**config.mk**
```make
export PLATFORM = sky130hd
export DESIGN_NAME = address_decoder_flat
export DESIGN_NICKNAME = d
export VERILOG_FILES = /design/src/common/chipbus_pkg.sv /design/src/common/wb_if.sv /design/src/hw/address_decoder.sv /design/src/flat_wrapper.sv
export VERILOG_INCLUDE_DIRS = /design/src /design/src/common
export SDC_FILE = /design/constraint.sdc
export NUM_CORES = 1
export LEC_CHECK = 0
export BUFFER_PORTS_ARGS = -buffer_cell sky130_fd_sc_hd__buf_2
export CAP_MARGIN = 20
export CORE_AREA = 2 2 95 97
export CTS_BUF_LIST = sky130_fd_sc_hd__clkbuf_2 sky130_fd_sc_hd__clkbuf_4 sky130_fd_sc_hd__clkbuf_8
export CTS_CLUSTER_DIAMETER = 200
export DETAILED_ROUTE_END_ITERATION = 16
export DIE_AREA = 0 0 97 99
export GPL_ROUTABILITY_DRIVEN = 0
export GPL_TIMING_DRIVEN = 0
export PLACE_DENSITY_LB_ADDON = 0.08
export SYNTH_ARGS = -nofsm -noshare
export SYNTH_HDL_FRONTEND = slang
export SYNTH_SLANG_ARGS = --single-unit
```
**constraint.sdc**
```tcl
create_clock -name clk -period 2.5 [get_ports clk]
set_input_delay 0.125 -clock clk [delete_from_list [all_inputs] [get_ports clk]]
set_output_delay 0.125 -clock clk [all_outputs]
set_load 0.03 [all_outputs]
```
**src/common/chipbus_params.svh**
```systemverilog
// chip bus constants for widths, address map, reset stretch and clock rates; include where needed
`ifndef CHIPBUS_PARAMS_SVH
`define CHIPBUS_PARAMS_SVH

// ------------------------------
// bus widths
// ------------------------------
`define DATA_W          16          // chip bus data word
`define CPU_AW          23          // cpu word address, byte address bits [23:1]
`define CHIP_AW         14          // chip ram word address, 32 KB

// ------------------------------
// address map (byte addresses)
// ------------------------------
`define CHIP_SPACE_TOP  24'h200000  // chip ram mirrors below this
`define CUSTOM_BASE     24'hDFF000  // custom register block
`define CUSTOM_WIN_AW   12          // 4 KB window
`define RTC_BASE        24'hDC0000  // rtc nibble window
`define RTC_WIN_AW      16          // 64 KB window

// ------------------------------
// system control
// ------------------------------
`define RESET_FRAMES    4           // sof pulses held after last reset source
`define CLK_HZ          28000000    // system clock
`define SAMPLE_HZ       44100       // audio sample rate

`endif

```
**src/common/chipbus_pkg.sv**
```systemverilog
// shared chip bus types, decoder regions and arbiter states; import into the modules that use them
`include "chipbus_params.svh"

package chipbus_pkg;

	// ------------------------------
	// bus vectors
	// ------------------------------
	typedef logic [`DATA_W-1:0]   data_t;     // one bus word
	typedef logic [`CPU_AW-1:0]   cpu_adr_t;  // cpu word address
	typedef logic [`CPU_AW:0]     byte_adr_t; // cpu byte address, bit 0 always low
	typedef logic [`CHIP_AW-1:0]  chip_adr_t; // chip ram word address
	typedef logic [1:0]           bsel_t;     // [1] upper byte, [0] lower byte

	typedef logic [63:0]          rtc_t;      // 16 bcd nibbles from the rtc
	typedef logic [31:0]          acc_t;      // sample clock accumulator

	// ------------------------------
	// decoder and arbiter
	// ------------------------------
	typedef enum logic [1:0] {
		REG_CHIP,   // chip ram, mirrored
		REG_CUSTOM, // custom register block
		REG_RTC,    // rtc nibbles
		REG_NONE    // unmapped, reads zero
	} region_t;

	typedef enum logic [1:0] {
		ARB_IDLE,   // nobody owns chip ram
		ARB_DMA,    // dma granted
		ARB_CPU     // cpu granted
	} arb_state_t;

	// custom register word index
	typedef logic [7:0] reg_idx_t;

	localparam reg_idx_t REG_CFG   = 8'd0; // config, ntsc and user reset
	localparam reg_idx_t REG_FRAME = 8'd1; // frame counter, read only

endpackage

```
**src/common/wb_if.sv**
```systemverilog
// Wishbone classic link between blocks inside the design; master and slave views
`timescale 1ns/1ps

interface wb_if;
	import chipbus_pkg::*;

	logic     cyc;   // cycle in progress
	logic     stb;   // strobe, raised with cyc
	logic     we;    // 1 = write
	cpu_adr_t adr;   // word address
	bsel_t    sel;   // byte selects
	data_t    dat_w; // master to slave
	data_t    dat_r; // slave to master, valid with ack
	logic     ack;   // one cycle per transfer

	modport master (
		output cyc, stb, we, adr, sel, dat_w,
		input  dat_r, ack
	);

	modport slave (
		input  cyc, stb, we, adr, sel, dat_w,
		output dat_r, ack
	);

endinterface

```
**src/hw/address_decoder.sv**
```systemverilog
// splits cpu cycles into chip, custom, rtc and unmapped regions and answers the local ones
`timescale 1ns/1ps
`include "chipbus_params.svh"

module address_decoder (
	input logic clk,
	input logic reset,
	wb_if.slave cpu,
	wb_if.master chip,
	wb_if.master regs,
	input chipbus_pkg::rtc_t rtc_i
);
	import chipbus_pkg::*;

	localparam byte_adr_t CHIP_TOP  = `CHIP_SPACE_TOP;
	localparam byte_adr_t CUST_BASE = `CUSTOM_BASE;
	localparam byte_adr_t RTC_LO    = `RTC_BASE;

	byte_adr_t byte_adr;
	region_t   region;
	reg_idx_t  reg_idx;
	logic      req;
	logic      local_req;   // rtc or unmapped
	logic      local_ack_q;
	logic [3:0] nib_idx;
	data_t     local_dat;

	assign byte_adr = {cpu.adr, 1'b0};
	assign req      = cpu.cyc & cpu.stb;
	assign reg_idx  = cpu.adr[$bits(reg_idx_t)-1:0]; // word index in custom window

	// ------------------------------
	// region decode
	// ------------------------------
	always_comb begin
		if (byte_adr < CHIP_TOP)
			region = REG_CHIP;
		else if ((byte_adr >> `CUSTOM_WIN_AW) == (CUST_BASE >> `CUSTOM_WIN_AW))
			region = REG_CUSTOM;
		else if ((byte_adr >> `RTC_WIN_AW) == (RTC_LO >> `RTC_WIN_AW))
			region = REG_RTC;
		else
			region = REG_NONE;
	end

	// chip path, low address bits only so the ram repeats
	assign chip.cyc   = cpu.cyc & (region == REG_CHIP);
	assign chip.stb   = cpu.stb & (region == REG_CHIP);
	assign chip.we    = cpu.we;
	assign chip.adr   = cpu_adr_t'(cpu.adr[`CHIP_AW-1:0]);
	assign chip.sel   = cpu.sel;
	assign chip.dat_w = cpu.dat_w;

	// custom path, register index only
	assign regs.cyc   = cpu.cyc & (region == REG_CUSTOM);
	assign regs.stb   = cpu.stb & (region == REG_CUSTOM);
	assign regs.we    = cpu.we;
	assign regs.adr   = cpu_adr_t'(reg_idx);
	assign regs.sel   = cpu.sel;
	assign regs.dat_w = cpu.dat_w;

	// ------------------------------
	// rtc and unmapped
	// ------------------------------
	assign local_req = req & ((region == REG_RTC) || (region == REG_NONE));

	always_ff @(posedge clk) begin
		if (reset)
			local_ack_q <= 1'b0;
		else
			local_ack_q <= local_req & ~local_ack_q; // one cycle after stb
	end

	assign nib_idx = byte_adr[5:2];

	// writes are dropped, reads outside rtc give zero
	assign local_dat = (region == REG_RTC && !cpu.we) ?
		data_t'(rtc_i[{nib_idx, 2'b00} +: 4]) : '0;

	// return path
	always_comb begin
		case (region)
			REG_CHIP: begin
				cpu.ack   = chip.ack;
				cpu.dat_r = chip.dat_r;
			end
			REG_CUSTOM: begin
				cpu.ack   = regs.ack;
				cpu.dat_r = regs.dat_r;
			end
			default: begin
				cpu.ack   = local_ack_q;
				cpu.dat_r = local_dat;
			end
		endcase
	end

endmodule

```
**src/flat_wrapper.sv**
```systemverilog
// flat-port wrapper written by rule: the top's interface ports become plain ports
module address_decoder_flat import chipbus_pkg::*;
  (clk, reset, rtc_i, cpu_cyc, cpu_stb, cpu_we, cpu_adr, cpu_sel, cpu_dat_w, cpu_dat_r, cpu_ack, chip_cyc, chip_stb, chip_we, chip_adr, chip_sel, chip_dat_w, chip_dat_r, chip_ack, regs_cyc, regs_stb, regs_we, regs_adr, regs_sel, regs_dat_w, regs_dat_r, regs_ack);
  wb_if cpu_i ();
  wb_if chip_i ();
  wb_if regs_i ();
  input logic clk;
  input logic reset;
  input chipbus_pkg::rtc_t rtc_i;
  input wire logic [$bits(cpu_i.cyc)-1:0] cpu_cyc;
  input wire logic [$bits(cpu_i.stb)-1:0] cpu_stb;
  input wire logic [$bits(cpu_i.we)-1:0] cpu_we;
  input wire logic [$bits(cpu_i.adr)-1:0] cpu_adr;
  input wire logic [$bits(cpu_i.sel)-1:0] cpu_sel;
  input wire logic [$bits(cpu_i.dat_w)-1:0] cpu_dat_w;
  output wire logic [$bits(cpu_i.dat_r)-1:0] cpu_dat_r;
  output wire logic [$bits(cpu_i.ack)-1:0] cpu_ack;
  output wire logic [$bits(chip_i.cyc)-1:0] chip_cyc;
  output wire logic [$bits(chip_i.stb)-1:0] chip_stb;
  output wire logic [$bits(chip_i.we)-1:0] chip_we;
  output wire logic [$bits(chip_i.adr)-1:0] chip_adr;
  output wire logic [$bits(chip_i.sel)-1:0] chip_sel;
  output wire logic [$bits(chip_i.dat_w)-1:0] chip_dat_w;
  input wire logic [$bits(chip_i.dat_r)-1:0] chip_dat_r;
  input wire logic [$bits(chip_i.ack)-1:0] chip_ack;
  output wire logic [$bits(regs_i.cyc)-1:0] regs_cyc;
  output wire logic [$bits(regs_i.stb)-1:0] regs_stb;
  output wire logic [$bits(regs_i.we)-1:0] regs_we;
  output wire logic [$bits(regs_i.adr)-1:0] regs_adr;
  output wire logic [$bits(regs_i.sel)-1:0] regs_sel;
  output wire logic [$bits(regs_i.dat_w)-1:0] regs_dat_w;
  input wire logic [$bits(regs_i.dat_r)-1:0] regs_dat_r;
  input wire logic [$bits(regs_i.ack)-1:0] regs_ack;
  assign cpu_i.cyc = cpu_cyc;
  assign cpu_i.stb = cpu_stb;
  assign cpu_i.we = cpu_we;
  assign cpu_i.adr = cpu_adr;
  assign cpu_i.sel = cpu_sel;
  assign cpu_i.dat_w = cpu_dat_w;
  assign cpu_dat_r = cpu_i.dat_r;
  assign cpu_ack = cpu_i.ack;
  assign chip_cyc = chip_i.cyc;
  assign chip_stb = chip_i.stb;
  assign chip_we = chip_i.we;
  assign chip_adr = chip_i.adr;
  assign chip_sel = chip_i.sel;
  assign chip_dat_w = chip_i.dat_w;
  assign chip_i.dat_r = chip_dat_r;
  assign chip_i.ack = chip_ack;
  assign regs_cyc = regs_i.cyc;
  assign regs_stb = regs_i.stb;
  assign regs_we = regs_i.we;
  assign regs_adr = regs_i.adr;
  assign regs_sel = regs_i.sel;
  assign regs_dat_w = regs_i.dat_w;
  assign regs_i.dat_r = regs_dat_r;
  assign regs_i.ack = regs_ack;
  address_decoder u_core (.clk(clk), .reset(reset), .cpu(cpu_i), .chip(chip_i), .regs(regs_i), .rtc_i(rtc_i));
endmodule
```
Word-level counts from Yosys, hierarchy flattened
Index checks and enable logic that the tools add are counted.
Storage, ports and cells
  register bits: 1
  output and inout bits: 105
  logic and storage cells: 26
Cells by class
  magnitude comparators: 1
  eq/ne operators: 5
  shifts and indexed selects: 1
  multiplexer cells: 6
  bitwise gates (word level): 8
  reduce and logical (&&, ||, !) cells: 4
Operator list (number)
  64-bit by 7-bit indexed part select with 4-bit output: 1
  16-bit case mux with 2 select lines: 1
  24-bit by 22-bit < comparator with 1-bit output (second input constant): 1
  12-bit equality test (second input constant): 1
  8-bit equality test (second input constant): 1
  1-bit bitwise AND: 7
  2-bit equality test (second input constant): 2
  2-bit 2-to-1 mux: 2
  4-bit 2-to-1 mux: 1
  2-bit by 1-bit equality test with 1-bit output (second input constant): 1
  2-bit zero test: 1
  1-bit case mux with 2 select lines: 1
  1-bit logical AND: 1
  1-bit zero test: 1
  1-bit logical OR: 1
  1-bit 2-to-1 mux: 1
  1-bit inverter: 1

Depth between registers and ports, before layout
Gate-level depths: netlist (run 1).
  word-level depth: 8
  depth in mapped cells: 5
  depth with buffers taken out: 4

Worst setup path after synthesis (run 1)
OpenSTA, ideal clock, no wires.
  kind: input-to-output
  start: input cpu_adr[3]
  end: output cpu_dat_r[0]
  data arrival time: 1.403 ns
  data required time: 2.375 ns
  slack: 0.972 ns
  stages on the path: 5
  cell sequence: clkbuf_1 -> buf_2 -> mux4_2 -> mux2i_1 -> o221ai_1
Between the ends
  word-level cells in the longest chain between the ends: 6
Ends and longest elaborated chain
  from (decl): RTL line flat_wrapper.sv:13  | input wire logic [$bits(cpu_i.adr)-1:0] cpu_adr;
  24-bit by 22-bit < comparator with 1-bit output: RTL line address_decoder.sv:36  | if (byte_adr < CHIP_TOP)
  2-bit 2-to-1 mux: RTL line address_decoder.sv:36
  2-bit equality test: RTL line address_decoder.sv:77  | assign local_dat = (region == REG_RTC && !cpu.we) ?
  1-bit logical AND: RTL line address_decoder.sv:77
  4-bit 2-to-1 mux: RTL line address_decoder.sv:77
  16-bit case mux with 2 select lines (*): RTL line address_decoder.sv:82  | case (region)
  to (decl): RTL line flat_wrapper.sv:16  | output wire logic [$bits(cpu_i.dat_r)-1:0] cpu_dat_r;
Every way passes the cells marked *; elsewhere a longest branch is shown, timed or not.

Worst setup path after layout (run 1)
  start: input cpu_adr[3]
  end: output cpu_dat_r[2]
Same word-level chain as after synthesis.

==> out/summary.md, run 1 <==
- Max Freq: 568 MHz
- final worst path period need: 1.76 ns
- minimum setup slack among reg-to-reg paths: 1.82 ns
- post-synth cell types: 24
- First-pass DRT Iterations: 4
- number of stages on the worst setup path: 6
- final period utilization: 70.5%
- transition time of the tightest slew-check pin: 0.527 ns
- maximum cell stage delay along the critical path: 0.34 ns
- clock transition at the registers of the reported paths: 0 ns
- ordered cell list for the critical path: clkbuf_1, buf_2, mux4_2, mux2i_1, o221ai_1, buf_2
- vias post-DR: 1841
- die outline height: 99 µm
- Regs by FF count: u_core.local_ack_q: 1 flops
- IO Pins: 249
- post-synthesis sequential area ratio: 1.38%
- worst path required time: 2.38 ns
- Die Area: 9600 µm²
- reg-to-reg critical path startpoint: u_core.local_ack_q
- global route overflow: 0
- Fillers: 967
- post-synthesis area per instance: 9.23 µm²
- number of hold buffers added after CTS: 0
- cell family contributing the most delay on the critical path: buffers and inverters
- std cell rows: 34
- area of combinational cells with multiple inputs: 830 µm²
- worst min-delay path class: input port to register
- highest net fanout along the worst path: 10
- largest reg by FF count: u_core.local_ack_q
- share of Yosys cell area claimed by the top area cell type: 44.0%
- DP HPWL: 5580 µm
- number of resized instances in the post-cts repair step: 0
- antenna cell count: 0
- cell count of the worst hold path: 3
- Setup crit start kind: input port
- largest net degree at the start of global routing: 11
- effective utilization at floorplan: 16.9%
- Bufs and invs on worst path: 3
- final routed wire length divided by cell count: 12.4 µm
- CP dominant cell by count: sky130_fd_sc_hd__buf_2
- number of pins with negative max-slew slack in the final report: 0
- layout cells sized above 1: 79.5%
- PwrDens: 201 nW/µm²
- register bit total from synthesis: 1
- area occupied by registers: 20.0 µm²
- area leader, netlist: sky130_fd_sc_hd__buf_4
- final setup violation count: 0
- worst IR drop on VDD: 0.0820 mV
- outcome: completed
- gate count of the mapped netlist: 157
- post-detailed-placement cell area: 2650 µm²
- Buffers on Ports: 196
- global-route wire length before repair: 8850 µm
- Post-Route Hold Slack: 0.390 ns
- type of the worst setup path: input port to output pin
- final WL: 6000 µm
- Worst Hold Path EP: u_core.local_ack_q
- total count of hold-check failures in the final report: 0
- number of antenna-violating nets in the routed design: 0
- Slew Limit Headroom: 64.9%
- endpoint class of the critical path: output pin
- post-synth design cell area: 1450 µm²
- launch point of the worst hold path: cpu_cyc
- area of the core: 8550 µm²
- Data arrival, critical path: 1.64 ns
- post-route standard cell area excluding fillers: 2650 µm²
- setup tns final: 0 ns
- Leakage: 1.59 nW
- number of design-rule violations left by the first detailed-router iteration: 13
- number of global-route vias before repair: 1801
- count of nets after finishing: 522
- flip-flop count of the largest register after layout: 1
- worst clock skew: 0 ns
- clock latency at the later pin of the worst-skew pair: 0 ns
- final worst-path setup slack: 0.738 ns
- postcts setup bufs: 0
- die boundary width: 97 µm
- cell type of the slowest stage on the worst timing path: sky130_fd_sc_hd__buf_2
- unrepaired setup endpoints after global routing: no
- post-route total power: 0.000534 W
- path depth of the worst reg2reg path: 3
- max-capacitance violation count: 0
- worst reg2reg endpoint: u_core.local_ack_q
- mean number of vias per cell: 3.80
- # DRC: 0
- post-place setup slack: 0.724 ns
- number of antenna violations at the first check in global routing: 0
- Area growth, synth to finish: 83.0%
- dominant cells by area after synthesis: sky130_fd_sc_hd__buf_4, sky130_fd_sc_hd__mux4_2, sky130_fd_sc_hd__a22o_1, sky130_fd_sc_hd__mux2i_1, sky130_fd_sc_hd__mux4_1
- GRT Util Overall: 11.2%
- Syn. warnings: 0
## Yosys cell counts
| master | n |
|---|---|
| sky130_fd_sc_hd__and4_1 | 2 |
| sky130_fd_sc_hd__buf_4 | 85 |
| sky130_fd_sc_hd__nor3b_1 | 1 |
| sky130_fd_sc_hd__a22o_1 | 12 |
| sky130_fd_sc_hd__nor3_1 | 3 |
| sky130_fd_sc_hd__nand4_1 | 1 |
| sky130_fd_sc_hd__and2_1 | 5 |
| sky130_fd_sc_hd__a221o_1 | 2 |
| sky130_fd_sc_hd__and2_0 | 1 |
| sky130_fd_sc_hd__o221ai_1 | 3 |
| sky130_fd_sc_hd__buf_6 | 2 |
| sky130_fd_sc_hd__conb_1 | 1 |
| sky130_fd_sc_hd__nand3_1 | 1 |
| sky130_fd_sc_hd__o22ai_1 | 1 |
| sky130_fd_sc_hd__dfxtp_1 | 1 |
| sky130_fd_sc_hd__nor2_1 | 1 |
| sky130_fd_sc_hd__a22oi_1 | 3 |
| sky130_fd_sc_hd__mux4_1 | 2 |
| sky130_fd_sc_hd__nand4b_1 | 1 |
| sky130_fd_sc_hd__buf_2 | 2 |
| sky130_fd_sc_hd__mux2i_1 | 8 |
| sky130_fd_sc_hd__mux4_2 | 14 |
| sky130_fd_sc_hd__clkbuf_1 | 4 |
| sky130_fd_sc_hd__and4b_1 | 1 |
## layout by cell type (no fill, tap or decap), drive strengths merged
cell type,count
buf,285
mux2i,8
and4,2
nor2,1
and2,6
a221o,2
a22o,12
nand3,1
nand4,1
o221ai,3
nor3b,1
and4b,1
mux4,16
nand4b,1
o22ai,1
conb,24
nor3,3
a22oi,3
clkbuf,4
dfxtp,1
## where the power goes
part | internal, W | leakage (nW) | switching (W)
sequential | 0.0000170 | 0.00818 | 0.000000407
combinational | 0.000248 | 1.58 | 0.000268
clock | 0 | 0 | 0
total | 0.000265 | 1.59 | 0.000268
## stage by stage
| step | cells | util [%] |
|---|---|---|
| after floorplan | 180 | - |
| after global placement | 484 | 31.0 |
| after detailed placement | 484 | 31.0 |
| after CTS | 484 | 31.0 |
| after global routing | 484 | 31.0 |
| final | 484 | 31.0 |
## worst max-delay path by stage
stage,from,end,slack (ns)
final,cpu_adr[3],cpu_dat_r[2],0.74
after global routing,cpu_adr[22],cpu_dat_r[1],0.55
after CTS,cpu_adr[3],cpu_dat_r[2],0.72
after detailed placement,cpu_adr[3],cpu_dat_r[2],0.72
after global placement,cpu_adr[3],cpu_dat_r[2],0.70
after floorplan,cpu_adr[3],cpu_dat_r[0],0.97
## routing by layer
layer	vias to the layer above	routed length, µm	GRT usage [%]
met2	137	3380	24.0
met1	789	1880	11.1
met3	0	740	2.98
met4	0	0	0
met5	-	0	0
li1	915	-	-
## tightest hold or removal path: cells and delay by family
kind / cells / cell delay, ns
simple gates: 2 / 0.10
buf+inv: 1 / 0.11
## kinds of logic after synthesis
| family | count (synthesis) | synth area share, % |
|---|---|---|
| flip-flops | 1 | 1.38 |
| buffers and inverters | 93 | 47.3 |
| AO/OA/AOI/OAI | 21 | 12.4 |
| AND/OR/NAND/NOR | 17 | 7.69 |
| other | 1 | 0.259 |
| multiplexers | 24 | 30.9 |
## layout make-up
| type | count | share of cell area (%) |
|---|---|---|
| Timing Repair Buffer | 196 | 37.0 |
| Multi-Input combinational cell | 86 | 31.3 |
| Buffer | 93 | 25.9 |
| Tap cell | 108 | 5.10 |
| Sequential cell | 1 | 0.755 |
Power figures use the tool's default switching activity.
==> inputs of run 2 (changes only) <==
--- a/config.mk
+++ b/config.mk
@@ -8,11 +8,11 @@
 export LEC_CHECK = 0
 export BUFFER_PORTS_ARGS = -buffer_cell sky130_fd_sc_hd__buf_2
 export CAP_MARGIN = 20
-export CORE_AREA = 2 2 95 97
+export CORE_AREA = 2 2 97 99
 export CTS_BUF_LIST = sky130_fd_sc_hd__clkbuf_2 sky130_fd_sc_hd__clkbuf_4 sky130_fd_sc_hd__clkbuf_8
 export CTS_CLUSTER_DIAMETER = 200
 export DETAILED_ROUTE_END_ITERATION = 16
-export DIE_AREA = 0 0 97 99
+export DIE_AREA = 0 0 99 101
 export GPL_ROUTABILITY_DRIVEN = 0
 export GPL_TIMING_DRIVEN = 0
 export PLACE_DENSITY_LB_ADDON = 0.08
==> constraint.sdc (replaced) <==
create_clock -name clk -period 1.8 [get_ports clk]
set_input_delay 0.09 -clock clk [delete_from_list [all_inputs] [get_ports clk]]
set_output_delay 0.09 -clock clk [all_outputs]
set_load 0.03 [all_outputs]
==> run 2 against run 1 <==
Worst setup slack worse by 0.59 ns. First-iteration DRC count is 120% higher. Critical path type unchanged. Via count is 1.1% lower. Core utilization is 1.4 points lower. Register-to-register slack worse by 0.67 ns. Wire length is 3.2% lower. Flip-flop and latch count stayed put.
==> out/summary.md, run 2 (synthesis gave the netlist of run 1 again) <==
- global route overflow: 0, unchanged
- total count of hold-check failures in the final report: 0, unchanged
- final setup violation count: 0, unchanged
- flip-flop count of the largest register after layout: 1, unchanged
- worst IR drop on VDD: 0.0884 mV, +7.9%
- core occupancy in the finished layout: 29.6%, -1.4 points
- Buffers on Ports: 196, unchanged
- final worst-path setup slack: 0.150 ns, -0.588 ns
- CP dominant cell by count: sky130_fd_sc_hd__buf_2
- clock transition at the registers of the reported paths: 0 ns, unchanged
- number of resized instances in the post-cts repair step: 0, unchanged
- Setup crit start kind: input port
- cell family contributing the most delay on the critical path: buffers and inverters
- ordered cell list for the critical path: clkbuf_1, buf_2, mux4_2, mux2i_1, o221ai_1, buf_2
- Max Freq: 606 MHz
- setup tns final: 0 ns, unchanged
- outcome: completed
- max-capacitance violation count: 0, unchanged
- mean number of vias per cell: 3.74, -1.7%
- path depth of the worst reg2reg path: 3, unchanged
- endpoint class of the critical path: output pin
- final routed wire length divided by cell count: 11.9 µm, -3.8%
- layout cells sized above 1: 79.8%, +0.27 points
- met3 capacity usage during global routing: 2.64%, -0.34 points
- type of the worst setup path: input port to output pin
- cell count of the worst hold path: 4, +1
- Data arrival, critical path: 1.56 ns, -0.08 ns
- Area growth, synth to finish: 83.3%
- maximum cell stage delay along the critical path: 0.34 ns, about the same
- highest net fanout along the worst path: 10, unchanged
- clock latency at the later pin of the worst-skew pair: 0 ns, unchanged
- PwrDens: 278 nW/µm², +38%
- final period utilization: 91.7%
- area of the core: 8980 µm², +5.0%
- most frequent cells in the layout: sky130_fd_sc_hd__buf_2, sky130_fd_sc_hd__buf_4, sky130_fd_sc_hd__conb_1
- effective utilization at floorplan: 16.1%, -0.81 points
- number of design-rule violations left by the first detailed-router iteration: 29, +16
- antenna cell count: 0, unchanged
- met2 Track Usage GR: 21.0%, -3.0 points
- Die Area: 10000 µm², +4.1%
- number of stages on the worst setup path: 6, unchanged
- GRT Util Overall: 10.2%, -0.97 points
- number of global-route vias before repair: 1750, -2.8%
- largest reg by FF count: u_core.local_ack_q
- post-place setup slack: 0.0753 ns, -0.649 ns
- Bufs and invs on worst path: 3, unchanged
- DP HPWL: 5360 µm, -4.0%
- met1 usage: 10.9%, -0.24 points
- Post-Route Hold Slack: 0.352 ns, -0.0375 ns
- worst path required time: 1.71 ns, -0.67 ns
- postcts setup bufs: 0, unchanged
- global-route wire length before repair: 8450 µm, -4.5%
- number of pins with negative max-slew slack in the final report: 0, unchanged
- die boundary width: 99 µm, +2.1%
- vias post-DR: 1821, -1.1%
- count of nets after finishing: 522, unchanged
- unrepaired setup endpoints after global routing: no
- GRT busiest layer: met2
- Regs by FF count: u_core.local_ack_q: 1 flops
- worst clock skew: 0 ns, unchanged
- final WL: 5810 µm, -3.2%
- final worst path period need: 1.65 ns
- # DRC: 0, unchanged
- largest net degree at the start of global routing: 11, unchanged
- number of antenna-violating nets in the routed design: 0, unchanged
- IO Pins: 249, unchanged
- most common library cell in the layout ignoring fill and taps: sky130_fd_sc_hd__buf_2
- Leakage: 1.60 nW, +0.21%
- std cell rows: 35, +2.9%
- cell type of the slowest stage on the worst timing path: sky130_fd_sc_hd__mux4_2
- worst min-delay path class: input port to register
- number of antenna violations at the first check in global routing: 0, unchanged
- First-pass DRT Iterations: 4, unchanged
- die outline height: 101 µm, +2.0%
- number of hold buffers added after CTS: 0, unchanged
==> run 2: worst min-delay path, cell delays in order <==
cell                      delay (ns)
sky130_fd_sc_hd__buf_2          0.08
sky130_fd_sc_hd__nor2_1         0.03
sky130_fd_sc_hd__nand3_1        0.07
sky130_fd_sc_hd__nor3_1         0.04
==> run 2: stage by stage <==
step / instance area (µm²) / std cells / power [W]
6_report: 2660 / 487 / 0.000738
5_1_grt: 2660 / 487 / 0.000790
4_1_cts: 2660 / 487 / 0.000746
3_5_place_dp: 2660 / 487 / 0.000745
3_3_place_gp: 2660 / 487 / 0.000741
2_1_floorplan: 1540 / 180 / 0.000530
==> run 2: power by group <==
group | leakage (nW) | switching (W) | total [W] | internal (W)
registers | 0.00818 | 0.000000450 | 0.0000240 | 0.0000235
logic | 1.59 | 0.000370 | 0.000714 | 0.000345
clock network | 0 | 0 | 0 | 0
==> run 2: final cells by class <==
cell class / count / area (µm²)
sequential: 1 / 20.0
tap: 111 / 139
buffer: 93 / 687
fill: 1007 / 6320
timing repair buffer: 196 / 981
multi-input combinational: 86 / 830
==> run 2: path summary, 6_finish.rpt <==
| kind | end | slack, ns | from |
|---|---|---|---|
| min reg2reg | u_core.local_ack_q | 0.51 | u_core.local_ack_q |
| min | u_core.local_ack_q | 0.35 | reset |
| max | cpu_dat_r[2] | 0.15 | cpu_adr[3] |
| max reg2reg | u_core.local_ack_q | 1.15 | u_core.local_ack_q |
==> run 2: layer usage <==
layer | routed length, µm | vias up
met3 | 805 | 0
met5 | 0 | -
met4 | 0 | 0
li1 | - | 913
met2 | 3120 | 142
met1 | 1880 | 766
